[src/design/fft_pkg.sv]
`default_nettype none

package fft_pkg;

	// Q16.16 fixed point
	localparam int SAMPLE_W  = 32;
	localparam int FRAC_BITS = 16;

	// transform size and stage count
	localparam int N_POINTS = 8;
	localparam int LOG2_N   = 3;

	// one fixed-point value
	typedef logic signed [SAMPLE_W-1:0] sample_t;

	// full width of a product before truncation back to Q16.16
	typedef logic signed [2*SAMPLE_W-1:0] wide_t;

	typedef struct packed {
		sample_t re;
		sample_t im;
	} cplx_t;

	// real input frame, element 0 in the low bits
	typedef sample_t [N_POINTS-1:0] real_frame_t;

	// complex frame between stages and at the output
	typedef cplx_t [N_POINTS-1:0] cplx_frame_t;

	// cos(2*pi*k/8), k = 0..3
	localparam sample_t TW_COS [N_POINTS/2] = '{
		32'sh00010000,
		32'sh0000b505,
		32'sh00000000,
		32'shffff4afb
	};

	// sin(2*pi*k/8), k = 0..3
	// the butterfly uses cos - j*sin, so these stay positive
	localparam sample_t TW_SIN [N_POINTS/2] = '{
		32'sh00000000,
		32'sh0000b505,
		32'sh00010000,
		32'sh0000b505
	};

endpackage

`default_nettype wire

[src/design/fft_input_reorder.sv]
`default_nettype none

module fft_input_reorder (
	input  wire                  clk,
	input  wire                  rst_i,
	input  wire                  in_valid_i,
	input  wire fft_pkg::real_frame_t in_frame_i,
	output logic                 valid_o,
	output fft_pkg::cplx_frame_t frame_o
);

	// reverse the LOG2_N low bits of an index
	function automatic int bitrev(input int n);
		int r;
		r = 0;
		for (int b = 0; b < fft_pkg::LOG2_N; b++) begin
			r = (r << 1) | ((n >> b) & 1);
		end
		return r;
	endfunction

	fft_pkg::cplx_frame_t reordered;
	fft_pkg::cplx_frame_t frame_q;
	logic                 valid_q;

	// real samples in bit-reversed slots, imaginary parts left at zero
	always_comb begin
		reordered = '0;
		for (int n = 0; n < fft_pkg::N_POINTS; n++) begin
			reordered[bitrev(n)].re = in_frame_i[n];
		end
	end

	always_ff @(posedge clk) begin
		if (rst_i) begin
			valid_q <= 1'b0;
		end else begin
			valid_q <= in_valid_i;
		end
	end

	// payload only loads with a strobe
	always_ff @(posedge clk) begin
		if (in_valid_i) begin
			frame_q <= reordered;
		end
	end

	assign valid_o = valid_q;
	assign frame_o = frame_q;

endmodule

`default_nettype wire

[config.mk]
export PLATFORM = sky130hd
export DESIGN_NAME = fft_input_reorder
export DESIGN_NICKNAME = d
export VERILOG_FILES = /design/src/design/fft_pkg.sv /design/src/design/fft_input_reorder.sv
export SDC_FILE = /design/constraint.sdc
export NUM_CORES = 1
export LEC_CHECK = 0
export ABC_CLOCK_PERIOD_IN_PS = 800
export BUFFER_PORTS_ARGS = -buffer_cell sky130_fd_sc_hd__buf_4
export CAP_MARGIN = 15
export CORE_AREA = 2 2 299 301
export CTS_BUF_LIST = sky130_fd_sc_hd__clkbuf_16
export CTS_CLUSTER_DIAMETER = 40
export DETAILED_ROUTE_END_ITERATION = 8
export DIE_AREA = 0 0 301 303
export GPL_ROUTABILITY_DRIVEN = 0
export HOLD_SLACK_MARGIN = 0.12
export PLACE_DENSITY_LB_ADDON = 0.05
export SKIP_CTS_REPAIR_TIMING = 1
export SLEW_MARGIN = 10
export SYNTH_ARGS = -nofsm -noshare
export SYNTH_HDL_FRONTEND = slang
export SYNTH_SLANG_ARGS = --single-unit
[constraint.sdc]
create_clock -name clk -period 0.8 [get_ports clk]
set_clock_uncertainty 0.15 [all_clocks]
set_input_delay 0.04 -clock clk [delete_from_list [all_inputs] [get_ports clk]]
set_output_delay 0.04 -clock clk [all_outputs]
set_load 0.01 [all_outputs]
==> flow_summary_export.csv, run 1 <==
group,metric,value,unit
cells_and_area,multiInputGateArea,975,um^2
sta,fin_ws,-0.565,ns
grt,grt_max_degree,21,
cells_and_area,antenna_cells,0,
worst_setup_path,cpPeakStageDelay,0.44,ns
routing,drcViolationCount,0,
routing,drt_first_pass_iters,4,
routing,wire_per_inst,14.9,um
worst_setup_path,crit_family,"flip-flops",
pwr,max-vdd-ir-drop,0.00139,V
pwr,p_total,50800,uW
yosys,synth_seq_cells,257,
flow_run,drv_cap,0,
cells_and_area,syn2layout_area_growth,110,%
routing,routed_wl,39.1,mm
grt,grt_pass1_vias,6034,
clock_network,cts.sinks,257,
sta,holdWs,-0.261,ns
worst_setup_path,end_kind,"primary output",
worst_setup_path,path_cells,"buf_6",
routing,drt_iter0_markers,158,
grt,grt.overflow.total,0,
yosys,seq_area_frac_synth,79.9,%
clock_network,cts_made_buffers,76,
routing,vias_per_cell,2.61,
run_status,violations,"negative hold slack, negative setup slack",
die,io_pins,772,
worst_setup_path,cp.arrival,1.17,ns
pwr,p_per_area,2500,mW/mm^2
die,die_x,301,um
grt,grtUsageTotal,7.93,%
sta,min_period,1.36,ns
routing,vias,6867,
cells_and_area,layout.nets,1659,
grt,grt_pass1_wl,49.3,mm
worst_setup_path,crit_type,"reg -> out",
cells_and_area,fill_cells,9417,
hold_path,hp-class,"in -> reg",
clock_network,clk_pin_slew,0.05,ns
pwr,p_leak,0.00866,uW
worst_setup_path,critPathMaxFanout,1,
yosys,syn_inst,515,
clock_network,cts_max_path_buffers,3,
die,start_util,11.0,%
die,die_h,303,um
cells_and_area,final-seq-area,0.00771,mm^2
placed_design,pre_cts_slack,-0.236,ns
sta,fmax,0.733,GHz
worst_setup_path,slowest_stage,"edfxtp_1",
yosys,synth_warnings,0,
worst_setup_path,cp-start-kind,"register",
yosys,avgSynthCellArea,18.7,um^2
cells_and_area,drive_gt1_share,44.7,%
placed_design,dp_hpwl,30.9,mm
sta,slew_violations,0,
sta,rsz0062_at_grt,"true",
die,die-area,0.0912,mm^2
routing,antenna_left,0,
grt,antenna_found_initial,4,
yosys,synth.distinct_cells,5,
clock_network,cts_tree,"built",
run_status,status,"complete, but fails checks",
worst_setup_path,cp.required,0.61,ns
yosys,netlist_area,0.00965,mm^2
clock_network,cts_root_buf,"clkbuf_16",
worst_setup_path,critPathBufInv,1,
sta,hold_viol,257,
die,core_area,0.0880,mm^2
placed_design,io_buffers,515,
sta,finalSetupViolCount,257,
clock_network,h-tree-depth,3,
sta,period_share,171,%
die,num_rows,109,
==> flip-flops by register name (all words and copies together) (netlist names) <==
register and flops:
valid_o 1, frame_o 256
==> worst paths after layout <==
kind                startpoint  cells after the start  slack (ns)            to
setup / recovery  frame_o[499]                      1       -0.56  frame_o[499]
hold / removal      in_valid_i                      2       -0.26   frame_o[48]
==> Yosys cell counts <==
library cell | n | area [um^2]
buf_4 | 256 | 1920
dfxtp_1 | 1 | 20.0
edfxtp_1 | 256 | 7690
nor2b_4 | 1 | 13.8
conb_1 | 1 | 3.75
==> cell usage in the layout, fill, tap and decap left out <==
cell,n
inv_1,17
clkinv_2,11
clkinv_1,22
edfxtp_1,256
dfxtp_2,1
clkbuf_16,78
buf_4,306
nor2b_4,1
conb_1,256
inv_6,2
clkinv_4,1
buf_8,1
bufinv_16,6
buf_6,233
clkinv_8,1
clkinvlp_4,1
inv_16,1
dlygate4sd3_1,257
buf_12,11
==> report_power, final <==
group          internal, uW  switching, uW
Combinational          3530           2550
Sequential            16100            471
Clock                 19300           8850
==> layout make-up <==
cell class,count,share of cell area [%]
tap,1165,7.19
multi-input combinational,257,4.81
sequential,257,38.0
clock buffer,78,9.63
clock inverter,62,2.23
timing repair buffer,808,38.1
==> routing by layer <==
| layer | track usage (%) | share of wire, % | up-vias |
|---|---|---|---|
| met3 | 4.50 | 10 | 76 |
| met5 | 0 | 0.14 | - |
| li1 | - | - | 3137 |
| met1 | 6.74 | 31 | 3195 |
| met4 | 3.32 | 2.9 | 8 |
| met2 | 15.0 | 56 | 451 |
==> cell families after synthesis <==
logic type | count (synthesis) | share of synthesized area (%)
DFF | 257 | 79.9
buffers and inverters | 256 | 19.9
and+or+nand+nor | 1 | 0.143
other | 1 | 0.0389
==> stage by stage <==
step,cell area (um^2),hold slack (ns),cells,TNS [ns],util (%)
finish,20300,-0.261,2627,-124.39,23.0
global route,20300,-0.304,2627,-146.05,23.0
CTS,16800,-0.609,2370,-144.80,19.1
detailed placement,14400,0.0694,2230,-44.25,16.4
global placement,14400,0.0686,2230,-44.39,16.4
floorplan,10600,-0.0457,770,0,-
No activity file was read; power rests on OpenSTA's default activity.
==> run 2, diff against run 1 <==
--- a/config.mk
+++ b/config.mk
@@ -5,14 +5,14 @@
 export SDC_FILE = /design/constraint.sdc
 export NUM_CORES = 1
 export LEC_CHECK = 0
-export ABC_CLOCK_PERIOD_IN_PS = 800
-export BUFFER_PORTS_ARGS = -buffer_cell sky130_fd_sc_hd__buf_4
+export ABC_CLOCK_PERIOD_IN_PS = 1100
 export CAP_MARGIN = 15
-export CORE_AREA = 2 2 299 301
+export CORE_AREA = 2 2 301 303
 export CTS_BUF_LIST = sky130_fd_sc_hd__clkbuf_16
 export CTS_CLUSTER_DIAMETER = 40
 export DETAILED_ROUTE_END_ITERATION = 8
-export DIE_AREA = 0 0 301 303
+export DIE_AREA = 0 0 303 305
+export DONT_BUFFER_PORTS = 1
 export GPL_ROUTABILITY_DRIVEN = 0
 export HOLD_SLACK_MARGIN = 0.12
 export PLACE_DENSITY_LB_ADDON = 0.05
==> constraint.sdc (replaced) <==
create_clock -name clk -period 1.1 [get_ports clk]
set_clock_uncertainty 0.15 [all_clocks]
set_input_delay 0.055 -clock clk [delete_from_list [all_inputs] [get_ports clk]]
set_output_delay 0.055 -clock clk [all_outputs]
set_load 0.01 [all_outputs]
==> run 2 against run 1 <==
  * The flow now stops in 5_1_grt
  * Synthesized cell count stayed put
  * Area after synthesis did not move
==> flow_summary_export.csv, run 2 <==
group,metric,value,unit
run_status,status,"stopped before the end",
run_status,lastStage,"5_1_grt",
run_status,first-error,"[ERROR RSZ-0060] Max buffer count reached.",
die,die_x,303,um
clock_network,cts_root_buf,"clkbuf_16",
yosys,yosys.area.top_type,"edfxtp_1",
die,io_pins,772,
yosys,ys_top_cells_by_area,"edfxtp_1 80%, buf_4 20%, dfxtp_1 0.21%, nor2b_4 0.14%, conb_1 0.039%",
yosys,synth_common_cells,"256 x buf_4, 256 x edfxtp_1, 1 x conb_1, 1 x dfxtp_1, 1 x nor2b_4",
yosys,avgSynthCellArea,18.7,um^2
yosys,seq_area_frac_synth,79.9,%
die,die_h,305,um
clock_network,cts.sinks,257,
yosys,synthFlopType,"edfxtp_1",
placed_design,dp_hpwl,22.7,mm
yosys,syn_inst,515,
placed_design,io_buffers,0,
sta,grt-worst-endpoint,"frame_o[112]",
yosys,synth.distinct_cells,5,
yosys,synth-edff-count,256,
yosys,async_flop_share,0,%
die,num_rows,110,
clock_network,cts_made_buffers,59,
clock_network,cts_max_path_buffers,3,
yosys,synth_top_area_share,79.7,%
sta,worst-ep-kind,"output port",
clock_network,h-tree-depth,2,
yosys,synth_warnings,0,
grt,grt_max_degree,258,
die,start_util,10.8,%
yosys,synth_seq_cells,257,
yosys,netlist_area,0.00965,mm^2
run 2: cell counts after synthesis:
Identical to the previous run, type by type.
run 2: per-stage QoR:
| step | hold WS, ns | area [um^2] | std cells | setup slack [ns] | TNS (ns) |
|---|---|---|---|---|---|
| floorplan | -0.0307 | 10600 | 770 | 0.501 | 0 |
| CTS | -0.704 | 12100 | 1799 | -0.373 | -59.62 |
| global placement | -0.0276 | 10200 | 1690 | 0.277 | 0 |
| detailed placement | -0.0287 | 10200 | 1690 | 0.281 | 0 |
run 2: cells by family after synthesis:
group,synth area share [%]
buffers and inverters,19.9
DFF,79.9
other,0.0389
and+or+nand+nor,0.143
==> run 3, diff against run 2 <==
--- a/config.mk
+++ b/config.mk
@@ -5,17 +5,14 @@
 export SDC_FILE = /design/constraint.sdc
 export NUM_CORES = 1
 export LEC_CHECK = 0
-export ABC_CLOCK_PERIOD_IN_PS = 1100
+export ABC_CLOCK_PERIOD_IN_PS = 1400
 export CAP_MARGIN = 15
 export CORE_AREA = 2 2 301 303
-export CTS_BUF_LIST = sky130_fd_sc_hd__clkbuf_16
-export CTS_CLUSTER_DIAMETER = 40
 export DETAILED_ROUTE_END_ITERATION = 8
 export DIE_AREA = 0 0 303 305
 export DONT_BUFFER_PORTS = 1
 export GPL_ROUTABILITY_DRIVEN = 0
-export HOLD_SLACK_MARGIN = 0.12
-export PLACE_DENSITY_LB_ADDON = 0.05
+export PLACE_DENSITY_LB_ADDON = 0.15
 export SKIP_CTS_REPAIR_TIMING = 1
 export SLEW_MARGIN = 10
 export SYNTH_ARGS = -nofsm -noshare
==> constraint.sdc (replaced) <==
create_clock -name clk -period 1.4 [get_ports clk]
set_clock_uncertainty 0.15 [all_clocks]
set_input_delay 0.07 -clock clk [delete_from_list [all_inputs] [get_ports clk]]
set_output_delay 0.07 -clock clk [all_outputs]
set_load 0.01 [all_outputs]
==> run 3 against run 2 <==
  * The flow again stops in 5_1_grt
  * Area after synthesis unchanged
  * Synthesized cell count stayed put
==> flow_summary_export.csv, run 3 <==
group,metric,value,unit
yosys,synth-edff-count,256,
yosys,async_flop_share,0,%
clock_network,cts.sinks,257,
clock_network,h-tree-depth,2,
placed_design,io_buffers,0,
yosys,seq_area_frac_synth,79.9,%
yosys,synth_top_area_share,79.7,%
run_status,status,"stopped before the end",
sta,worst-ep-kind,"output port",
run_status,first-error,"[ERROR RSZ-0060] Max buffer count reached.",
sta,grt-worst-endpoint,"frame_o[370]",
yosys,synth.distinct_cells,5,
yosys,yosys.area.top_type,"edfxtp_1",
die,die_x,303,um
run_status,lastStage,"5_1_grt",
die,num_rows,110,
yosys,netlist_area,0.00965,mm^2
yosys,ys_top_cells_by_area,"edfxtp_1 80%, buf_4 20%, dfxtp_1 0.21%, nor2b_4 0.14%, conb_1 0.039%",
yosys,synthFlopType,"edfxtp_1",
clock_network,cts_made_buffers,34,
yosys,synth_seq_cells,257,
placed_design,dp_hpwl,22.6,mm
yosys,synth_warnings,0,
yosys,avgSynthCellArea,18.7,um^2
yosys,syn_inst,515,
grt,grt_max_degree,258,
yosys,synth_common_cells,"256 x buf_4, 256 x edfxtp_1, 1 x conb_1, 1 x dfxtp_1, 1 x nor2b_4",
placed_design,placed_area,0.0102,mm^2
clock_network,cts_root_buf,"clkbuf_16",
die,io_pins,772,
die,start_util,10.8,%
die,die_h,305,um
clock_network,cts_max_path_buffers,3,
## run 3: cell counts after synthesis
Identical to the previous run, type by type.
## run 3: logic make-up after synthesis
kind of cell	synth area share [%]
buffers and inverters	19.9
other	0.0389
DFF	79.9
and+or+nand+nor	0.143
## run 3: metrics by stage
step                cells  worst slack, ns  hold slack, ns  utilization [%]  setup TNS [ns]
global placement     1690            0.620         -0.0134             11.4               0
detailed placement   1690            0.614         -0.0104             11.4               0
CTS                  1751          -0.0266          -0.626             12.6         -0.0266
floorplan             770            0.786         -0.0157                -               0
